$ cat config.mk
export PLATFORM = sky130hd
export DESIGN_NAME = zxuno_regs_top
export DESIGN_NICKNAME = d
export VERILOG_FILES = /design/src/rtl/zxuno_pkg.sv /design/src/rtl/coreid_rom.sv /design/src/rtl/cpu_read_arbiter.sv /design/src/rtl/device_options.sv /design/src/rtl/rasterint_ctrl.sv /design/src/rtl/zxuno_reg_port.sv /design/src/rtl/zxuno_regs_top.sv
export SDC_FILE = /design/constraint.sdc
export NUM_CORES = 1
export LEC_CHECK = 0
export BUFFER_PORTS_ARGS = -buffer_cell sky130_fd_sc_hd__buf_2
export CELL_PAD_IN_SITES_DETAIL_PLACEMENT = 1
export CELL_PAD_IN_SITES_GLOBAL_PLACEMENT = 2
export CORE_MARGIN = 1.5
export CORE_UTILIZATION = 36
export CTS_CLUSTER_SIZE = 10
export DETAILED_ROUTE_END_ITERATION = 8
export GPL_TIMING_DRIVEN = 0
export PLACE_DENSITY_LB_ADDON = 0.05
export SLEW_MARGIN = 25
export SYNTH_ARGS = -nofsm -noshare
export SYNTH_HDL_FRONTEND = slang
export SYNTH_SLANG_ARGS = --single-unit
$ cat constraint.sdc
create_clock -name clk -period 3.45 [get_ports clk]
set_input_delay 0 -clock clk [delete_from_list [all_inputs] [get_ports clk]]
set_output_delay 0 -clock clk [all_outputs]
set_load 0.02 [all_outputs]
$ cat src/rtl/zxuno_pkg.sv
package zxuno_pkg;

   // ----------------------------------------
   // I/O ports and register numbers
   // ----------------------------------------
   localparam logic [15:0] ZXUNO_ADDR_PORT = 16'hFC3B;
   localparam logic [15:0] ZXUNO_DATA_PORT = 16'hFD3B;

   localparam logic [7:0] REG_RASTERLINE = 8'h0C;
   localparam logic [7:0] REG_RASTERCTRL = 8'h0D;
   localparam logic [7:0] REG_DEVOPTIONS = 8'h0E;
   localparam logic [7:0] REG_COREID     = 8'hFF;

   // Default core string with the first character in the top byte
   localparam logic [63:0] CORE_ID_TEXT = "ZXUNOREG";

   // ----------------------------------------
   // Bus and register types
   // ----------------------------------------
   typedef struct packed {
      logic [15:0] addr;
      logic        iorq;
      logic        rd;
      logic        wr;
      logic [7:0]  wdata;
   } cpu_io_t;

   typedef struct packed {
      logic [7:0] regnum;
      logic       rd;
      logic       wr;
      logic       regaddr_changed;
   } reg_access_t;

   // One contender for the CPU read bus
   typedef struct packed {
      logic       oe;
      logic [7:0] data;
   } rd_src_t;

   typedef struct packed {
      logic disable_radas;
      logic disable_ulaplus;
      logic disable_timexscr;
      logic disable_spisd;
      logic enable_timexmmu;
      logic disable_romsel1f;
      logic disable_7ffd;
      logic disable_ay;
   } devopt_flags_t;

   // Same byte seen as raw register or as option flags
   typedef union packed {
      logic [7:0]    raw;
      devopt_flags_t flags;
   } devopt_word_u;

   typedef struct packed {
      logic       rasterint_enable;
      logic       vretraceint_disable;
      logic [8:0] raster_line;
   } raster_cfg_t;

endpackage

$ cat src/rtl/coreid_rom.sv
module coreid_rom #(
   parameter logic [63:0] CORE_ID_TEXT = zxuno_pkg::CORE_ID_TEXT
) (
   input  logic                    clk,
   input  logic                    arst_n,
   input  zxuno_pkg::reg_access_t  access,
   output zxuno_pkg::rd_src_t      src
);

   localparam int NUM_CHARS = $bits(CORE_ID_TEXT) / 8;
   localparam int PTR_W     = $clog2(NUM_CHARS + 1);

   logic             id_read;
   logic [PTR_W-1:0] ptr_q;
   logic [7:0]       char_data;

   assign id_read = access.rd && (access.regnum == zxuno_pkg::REG_COREID);

   // Character under the pointer or zero past the end
   always_comb begin
      char_data = '0;
      for (int i = 0; i < NUM_CHARS; i++) begin
         if (ptr_q == PTR_W'(i)) begin
            char_data = CORE_ID_TEXT[8*(NUM_CHARS-1-i) +: 8];
         end
      end
   end

   // Walk the string and rewind on a new register selection
   always_ff @(posedge clk or negedge arst_n) begin
      if (!arst_n) begin
         ptr_q <= '0;
      end else if (access.regaddr_changed) begin
         ptr_q <= '0;
      end else if (id_read && (ptr_q != PTR_W'(NUM_CHARS))) begin
         ptr_q <= ptr_q + 1'b1;
      end
   end

   always_comb begin
      src.oe   = id_read;
      src.data = char_data;
   end

endmodule

$ cat src/rtl/cpu_read_arbiter.sv
module cpu_read_arbiter (
   input  logic                clk,
   input  logic                arst_n,
   input  zxuno_pkg::rd_src_t  addr_src,
   input  zxuno_pkg::rd_src_t  coreid_src,
   input  zxuno_pkg::rd_src_t  devopt_src,
   input  zxuno_pkg::rd_src_t  line_src,
   input  zxuno_pkg::rd_src_t  ctrl_src,
   output logic [7:0]          rdata,
   output logic                rdata_valid
);

   zxuno_pkg::rd_src_t grant;

   // First enabled source wins in fixed priority order
   always_comb begin
      if (addr_src.oe)        grant = addr_src;
      else if (coreid_src.oe) grant = coreid_src;
      else if (devopt_src.oe) grant = devopt_src;
      else if (line_src.oe)   grant = line_src;
      else if (ctrl_src.oe)   grant = ctrl_src;
      else                    grant = '{oe: 1'b0, data: 8'hFF};
   end

   // ----------------------------------------
   // Output stage to the CPU
   // ----------------------------------------
   always_ff @(posedge clk or negedge arst_n) begin
      if (!arst_n) begin
         rdata       <= 8'hFF;
         rdata_valid <= 1'b0;
      end else begin
         rdata       <= grant.data;
         rdata_valid <= grant.oe;
      end
   end

endmodule

$ cat src/rtl/device_options.sv
module device_options (
   input  logic                      clk,
   input  logic                      arst_n,
   input  zxuno_pkg::reg_access_t    access,
   input  logic [7:0]                wdata,
   output zxuno_pkg::rd_src_t        src,
   output zxuno_pkg::devopt_flags_t  devopt
);

   logic                    reg_hit;
   zxuno_pkg::devopt_word_u opt_q;

   assign reg_hit = (access.regnum == zxuno_pkg::REG_DEVOPTIONS);

   // ----------------------------------------
   // Options register
   // ----------------------------------------
   always_ff @(posedge clk or negedge arst_n) begin
      if (!arst_n) begin
         opt_q.raw <= '0;
      end else if (access.wr && reg_hit) begin
         opt_q.raw <= wdata;
      end
   end

   // Readback as a plain byte
   always_comb begin
      src.oe   = access.rd && reg_hit;
      src.data = opt_q.raw;
   end

   // Individual enables towards the rest of the machine
   assign devopt = opt_q.flags;

endmodule

$ cat src/rtl/rasterint_ctrl.sv
module rasterint_ctrl (
   input  logic                    clk,
   input  logic                    arst_n,
   input  zxuno_pkg::reg_access_t  access,
   input  logic [7:0]              wdata,
   output zxuno_pkg::rd_src_t      src_line,
   output zxuno_pkg::rd_src_t      src_ctrl,
   output zxuno_pkg::raster_cfg_t  raster_cfg
);

   logic                   line_hit;
   logic                   ctrl_hit;
   zxuno_pkg::raster_cfg_t cfg_q;

   assign line_hit = (access.regnum == zxuno_pkg::REG_RASTERLINE);
   assign ctrl_hit = (access.regnum == zxuno_pkg::REG_RASTERCTRL);

   // ----------------------------------------
   // Line and control registers
   // ----------------------------------------
   always_ff @(posedge clk or negedge arst_n) begin
      if (!arst_n) begin
         cfg_q <= '0;
      end else if (access.wr) begin
         if (line_hit) begin
            cfg_q.raster_line[7:0] <= wdata;
         end
         // Enable in bit 2, retrace disable in bit 1 and line MSB in bit 0
         if (ctrl_hit) begin
            cfg_q.rasterint_enable    <= wdata[2];
            cfg_q.vretraceint_disable <= wdata[1];
            cfg_q.raster_line[8]      <= wdata[0];
         end
      end
   end

   // Readback with unused bits as zero
   always_comb begin
      src_line.oe   = access.rd && line_hit;
      src_line.data = cfg_q.raster_line[7:0];
      src_ctrl.oe   = access.rd && ctrl_hit;
      src_ctrl.data = {5'b00000,
                       cfg_q.rasterint_enable,
                       cfg_q.vretraceint_disable,
                       cfg_q.raster_line[8]};
   end

   assign raster_cfg = cfg_q;

endmodule

$ cat src/rtl/zxuno_reg_port.sv
module zxuno_reg_port (
   input  logic                    clk,
   input  logic                    arst_n,
   input  zxuno_pkg::cpu_io_t      bus,
   output zxuno_pkg::reg_access_t  access,
   output zxuno_pkg::rd_src_t      addr_src
);

   logic       addr_hit;
   logic       data_hit;
   logic [7:0] regnum_q;
   logic       addr_written_q;

   // ----------------------------------------
   // Port decode
   // ----------------------------------------
   assign addr_hit = bus.iorq && (bus.addr == zxuno_pkg::ZXUNO_ADDR_PORT);
   assign data_hit = bus.iorq && (bus.addr == zxuno_pkg::ZXUNO_DATA_PORT);

   // Register number and the change pulse that follows a write to it
   always_ff @(posedge clk or negedge arst_n) begin
      if (!arst_n) begin
         regnum_q       <= '0;
         addr_written_q <= 1'b0;
      end else begin
         addr_written_q <= addr_hit && bus.wr;
         if (addr_hit && bus.wr) begin
            regnum_q <= bus.wdata;
         end
      end
   end

   // ----------------------------------------
   // Strobes towards the register peers
   // ----------------------------------------
   always_comb begin
      access.regnum          = regnum_q;
      access.rd              = data_hit && bus.rd;
      access.wr              = data_hit && bus.wr;
      access.regaddr_changed = addr_written_q;
   end

   // Address port reads back the selected register number
   always_comb begin
      addr_src.oe   = addr_hit && bus.rd;
      addr_src.data = regnum_q;
   end

endmodule

$ cat src/rtl/zxuno_regs_top.sv
module zxuno_regs_top #(
   parameter logic [63:0] CORE_ID_TEXT = zxuno_pkg::CORE_ID_TEXT
) (
   input  logic                      clk,
   input  logic                      arst_n,
   input  zxuno_pkg::cpu_io_t        bus,
   output logic [7:0]                rdata,
   output logic                      rdata_valid,
   output zxuno_pkg::devopt_flags_t  devopt,
   output zxuno_pkg::raster_cfg_t    raster_cfg
);

   zxuno_pkg::reg_access_t access;

   // Read sources in arbitration order
   zxuno_pkg::rd_src_t addr_src;
   zxuno_pkg::rd_src_t coreid_src;
   zxuno_pkg::rd_src_t devopt_src;
   zxuno_pkg::rd_src_t line_src;
   zxuno_pkg::rd_src_t ctrl_src;

   // ----------------------------------------
   // Port decode
   // ----------------------------------------
   zxuno_reg_port i_reg_port (
      .clk      (clk),
      .arst_n   (arst_n),
      .bus      (bus),
      .access   (access),
      .addr_src (addr_src)
   );

   // ----------------------------------------
   // Register peers
   // ----------------------------------------
   coreid_rom #(
      .CORE_ID_TEXT (CORE_ID_TEXT)
   ) i_coreid (
      .clk    (clk),
      .arst_n (arst_n),
      .access (access),
      .src    (coreid_src)
   );

   device_options i_devopt (
      .clk    (clk),
      .arst_n (arst_n),
      .access (access),
      .wdata  (bus.wdata),
      .src    (devopt_src),
      .devopt (devopt)
   );

   rasterint_ctrl i_rasterint (
      .clk        (clk),
      .arst_n     (arst_n),
      .access     (access),
      .wdata      (bus.wdata),
      .src_line   (line_src),
      .src_ctrl   (ctrl_src),
      .raster_cfg (raster_cfg)
   );

   cpu_read_arbiter i_arbiter (
      .clk         (clk),
      .arst_n      (arst_n),
      .addr_src    (addr_src),
      .coreid_src  (coreid_src),
      .devopt_src  (devopt_src),
      .line_src    (line_src),
      .ctrl_src    (ctrl_src),
      .rdata       (rdata),
      .rdata_valid (rdata_valid)
   );

endmodule

# Word level (Yosys, flattened, before mapping)
# Cells that the tools add are included.
dict set report totals {
  regBits 41
  latchBits 0
  mem_bits_rw 0
  mem_bits_ro 0
  out_inout_bits 28
  wordCells 56
  memories 0
}
dict set report op_classes {
  n_addsub 1
  multipliers 0
  n_div 0
  order_cmp 0
  n_eq_ne 14
  shift 0
  n_mux 15
  bitwise_logic 0
  reduce_logical 16
}
# cell count
set ops {}
lappend ops {{$mux W8} 7}
lappend ops {{$mux W9} 5}
lappend ops {{$eq A16 B16 Y1 const B} 2}
lappend ops {{$eq A8 B4 Y1 const B} 3}
lappend ops {{$eq A4 B3 Y1 const B} 4}
lappend ops {{$logic_and A1 B1 Y1} 12}
lappend ops {{$eq A4 B2 Y1 const B} 2}
lappend ops {{$eq A8 B8 Y1 const B} 1}
lappend ops {{$mux W4} 2}
lappend ops {{$mux W7} 1}
lappend ops {{$add A4 B1 Y4 const B} 1}
lappend ops {{$eq A4 B1 Y1 const B} 1}
lappend ops {{$logic_not A4 Y1} 1}
lappend ops {{$ne A4 B4 Y1 const B} 1}
lappend ops {{$reduce_and A2 Y1} 2}
lappend ops {{$reduce_bool A2 Y1} 1}

# Logic depth before layout (Yosys ltp)
dict set report logic_depth {
  depth_word 11
  ltp_mapped 6
}

# By module
# Synthesis repeated with hierarchy kept, for this count alone.
dict set report unflattened {
  hier_cells 222
  hier_area_um2 2575.0
}
# module instances cells_each area_per_inst_um2
set by_module_without_submodules {}
lappend by_module_without_submodules {rasterint_ctrl 1 48 606.8}
lappend by_module_without_submodules {cpu_read_arbiter 1 51 536.8}
lappend by_module_without_submodules {zxuno_reg_port 1 36 515.5}
lappend by_module_without_submodules {coreid_rom 1 59 504.2}
lappend by_module_without_submodules {device_options 1 28 411.6}

# Least setup slack after synthesis
# Ideal clock, no wire load.
dict set report synth_path {
  path_type {reg2reg}
  startpoint {register i_reg_port.regnum_q[5]}
  endpoint {register i_rasterint.cfg_q, in the netlist i_rasterint.raster_cfg[0]}
  setup_ns 0.125
  arrival_ns 1.764
  t_required_ns 3.325
  path_slack_ns 1.561
  stages_incl_launch_ff 5
  synth_period_minus_slack_ns 1.889
  path_cell_list {dfrtp_1 nor4_2 nand3_2 nor4_4 mux2_2}
}
dict set report synth_between {
  elab_chain_cells 2
}
# element line
set synth_lines {}
lappend synth_lines {{from (decl)} zxuno_reg_port.sv:11} ;# logic [7:0] regnum_q;
lappend synth_lines {{from (signal assigned)} zxuno_reg_port.sv:28} ;# regnum_q <= bus.wdata;
lappend synth_lines {{$eq A8 B4 Y1} rasterint_ctrl.sv:15} ;# assign line_hit = (access.regnum == zxuno_pkg::REG_RASTERLINE);
lappend synth_lines {{$reduce_and A2 Y1 (no line)} n/a}
lappend synth_lines {{to (decl)} rasterint_ctrl.sv:13} ;# zxuno_pkg::raster_cfg_t cfg_q;
# No other way between the ends.
# A chain may end at the register's enable or synchronous reset.

# Worst setup path in the final report
dict set report layout_path {
  startpoint {register i_reg_port.regnum_q[5]}
  endpoint {register i_rasterint.cfg_q, in the netlist i_rasterint.raster_cfg[5]}
}
# The elaborated chain is that of the path after synthesis.

==> run metrics <==
outcome=complete, no violations; CP max stage cell=nor4_4; Rows=28; first-pass GRT wire length=a little under 10000 µm; sequential cell area fraction in the yosys report=between 40% and 50%; Max Fclk=445 MHz; EDFF count, synth=0; Worst Hold Class=input pin to flop; Placement Cell Area=between 2000 and 3000 µm²; post-synth top area cell=dfrtp_1; slew margin rel.=approximately 54%; fin nets=roughly 290; Setup Skew=around 0.0044 ns; Tmin final=approximately 2.2 ns; endpoints failing setup=0; Leakage=~1.3 nW; maximum VDD drop=approximately 0.18 mV; CP endpoint kind=flop; Core Box Area=5920 µm²; Unique masters post-synth=slightly below 50; initial core utilization=37.2%; TritonCTS clock tree=done; PwrDens=between 300 and 400 nW/µm²; diode count=0; Synth Cell Area=between 2000 and 2500 µm²; hold slack final=roughly 0.017 ns; CTS Root Buffer Type=clkbuf_8; via count=1800; Synth Net Count=between 200 and 250; Slew Viols, Final=0; vias in the first global route=~1900; final instance area=approximately 2800 µm²; hpwl dp=between 4000 and 5000 µm; # DRC=0; RSZ-0062 raised after global routing=false; Post-CTS Setup Repair Bufs=0; yosys warns=0; Area Growth Syn to Fin=25.3%; maxcap violations=0; H-tree Lvls=2; Ports=57; ANT nets after route=0; maximum fanout along the worst path=8; total negative slack=0 ns; CTS Sinks=between 40 and 50; Syn Inst Count=around 190; Iter 0 DRT Violations=68; clk_lat worst skew=0.30 ns; Via-to-Cell Ratio=5.39; Top delay family on crit path=simple AND/OR/NAND/NOR gates; post-cts gate resize count=0; CP required=3.64 ns; die width=just over 80 µm; die area=approximately 6600 µm²; largest net degree at the start of global routing=42; Final Cycle Share=approximately two thirds; Avg Inst Size Synth=between 10 and 15 µm²; Worst Path Buf+Inv=0; area share of the largest cell type after synthesis=between 30% and 40%; wirelength, routed=about 5900 µm; post-synthesis async set-or-reset flop share=100%; #FFs+latches synth=slightly above 40; Arrival @ worst endpoint=2.43 ns; CP cell instances=nor4_2 > nand3_2 > nor4_4 > mux2_2; Num CTS Buffers=5; WS Path Type=flop to flop; initial antenna violation count=0; slowest cell delay on critical path=0.66 ns; share of cells above drive strength 1=43.2%; detailed-router iteration count before antenna repair=4; synth top area cells=dfrtp_1, mux2_2, dfstp_2; Die Ht=slightly above 80 µm; GRT Total Usage=19.7%; gp weighted congestion=~0.77; R2R Setup Slk=1.20 ns; Congestion Overflow GR=0; Worst-path clk slew=around 0.080 ns; Fin. Hold Viols=0; clock tree buffer depth=2; dominant synthesized flop cell=dfrtp_1; Worst Tran Pin Value=approximately 0.68 ns; IO Port Bufs=55; final core utilization=46.7%; Worst setup SP type=flop; per-cell routed wire length=between 15 and 20 µm
==> cell usage in the layout (no fill, tap or decap), drive strengths merged, types with 2 or more instances in the layout <==
cell	instances
nand4b	4
and4	3
a211o	3
and4b	2
dfrtp	33
mux2	32
clkbuf	14
o31ai	2
o21ai	6
o21a	2
o22ai	3
nand3	5
a21oi	7
nor3	2
nor4	6
dlygate4sd3	9
buf	58
a311o	2
o211ai	2
nor2	5
a221o	3
ha	4
or4	2
nand2	10
nor2b	3
a311oi	2
nand2b	4
clkinv	2
inv	6
mux2i	2
dfstp	8
==> state kept, by name (all words and copies together), names as in the netlist <==
signal                     count
i_arbiter.rdata_valid          1
i_rasterint.raster_cfg        11
i_devopt.devopt                8
i_arbiter.rdata                8
i_reg_port.addr_written_q      1
i_coreid.ptr_q                 4
i_reg_port.regnum_q            8
==> path summary, 6_finish.rpt <==
| path | from | endpoint | cells past startpoint |
|---|---|---|---|
| setup / recovery | i_reg_port.regnum_q[5] | i_rasterint.raster_cfg[5] | 4 |
| hold / removal | bus[8] | i_reg_port.addr_written_q | 2 |
| setup reg to reg | i_reg_port.regnum_q[5] | i_rasterint.raster_cfg[5] | 4 |
| hold reg to reg | i_reg_port.addr_written_q | i_coreid.ptr_q[0] | 1 |
| max in group asynchronous | arst_n | i_reg_port.regnum_q[3] | 2 |
| min in group asynchronous | arst_n | i_coreid.ptr_q[1] | 2 |
==> cell type report <==
class	count	area, µm²
plain buffers	11	60.1
clock buffers	6	82.6
clock inverters	2	13.8
fillers	690	3160
inverters	6	22.5
multi-input cells	129	1090
flip-flops and latches	41	1040
well taps	75	93.8
repair buffers	64	368
==> per-stage QoR <==
stage | worst slack [ns] | instances | total power, mW
global placement | 1.12 | 317 | 0.530
floorplan | 1.56 | 187 | 0.500
global route | 1.08 | 334 | 0.904
detailed placement | 1.12 | 317 | 0.530
finish | 1.20 | 334 | 0.871
CTS | 1.11 | 334 | 0.883
==> cells by family (layout without fill, tap and decap cells) <==
kind of cell,after synthesis,count (layout),share of synthesized area [%]
AO/OA/AOI/OAI,39,39,12.7
adder cells (fa/ha/maj),4,4,2.27
buffers and inverters,17,89,3.75
flip-flops,41,41,47.0
multiplexers,34,34,17.3
AND/OR/NAND/NOR,52,52,17.0
==> synthesized netlist by cell type, drive strengths merged (4+ instances only) <==
| cell | number |
|---|---|
| dfstp | 8 |
| nor2 | 5 |
| inv | 6 |
| o21ai | 6 |
| dfrtp | 33 |
| nand4b | 4 |
| nand2 | 10 |
| ha | 4 |
| nand3 | 5 |
| mux2 | 32 |
| clkbuf | 8 |
| a21oi | 7 |
| nand2b | 4 |
| nor4 | 6 |
==> per-layer routing <==
metal  vias up  part of all wire [%]  GRT usage (%)
li1        851                     -              -
met1       907                    48           27.5
met2        34                    49           31.8
met3         8                   2.4           2.70
met4         0                   1.3           6.21
met5         -                     0              0
==> where the power goes <==
group | internal (mW) | switching [mW] | leakage (nW) | total, mW
clock | 0.162 | 0.180 | 0.0512 | 0.343
sequential | 0.481 | 0.0000340 | 0.540 | 0.481
combinational | 0.0222 | 0.0255 | 0.692 | 0.0478
total | 0.665 | 0.206 | 1.28 | 0.871
==> what timing repair did <==
| action | 4_1_cts | 5_1_grt |
|---|---|---|
| hold buffers | 9 | 0 |
| setup endpoints to repair | 0 | 0 |
| hold endpoints to repair | 60 | 0 |
Power figures use the tool's default switching activity.
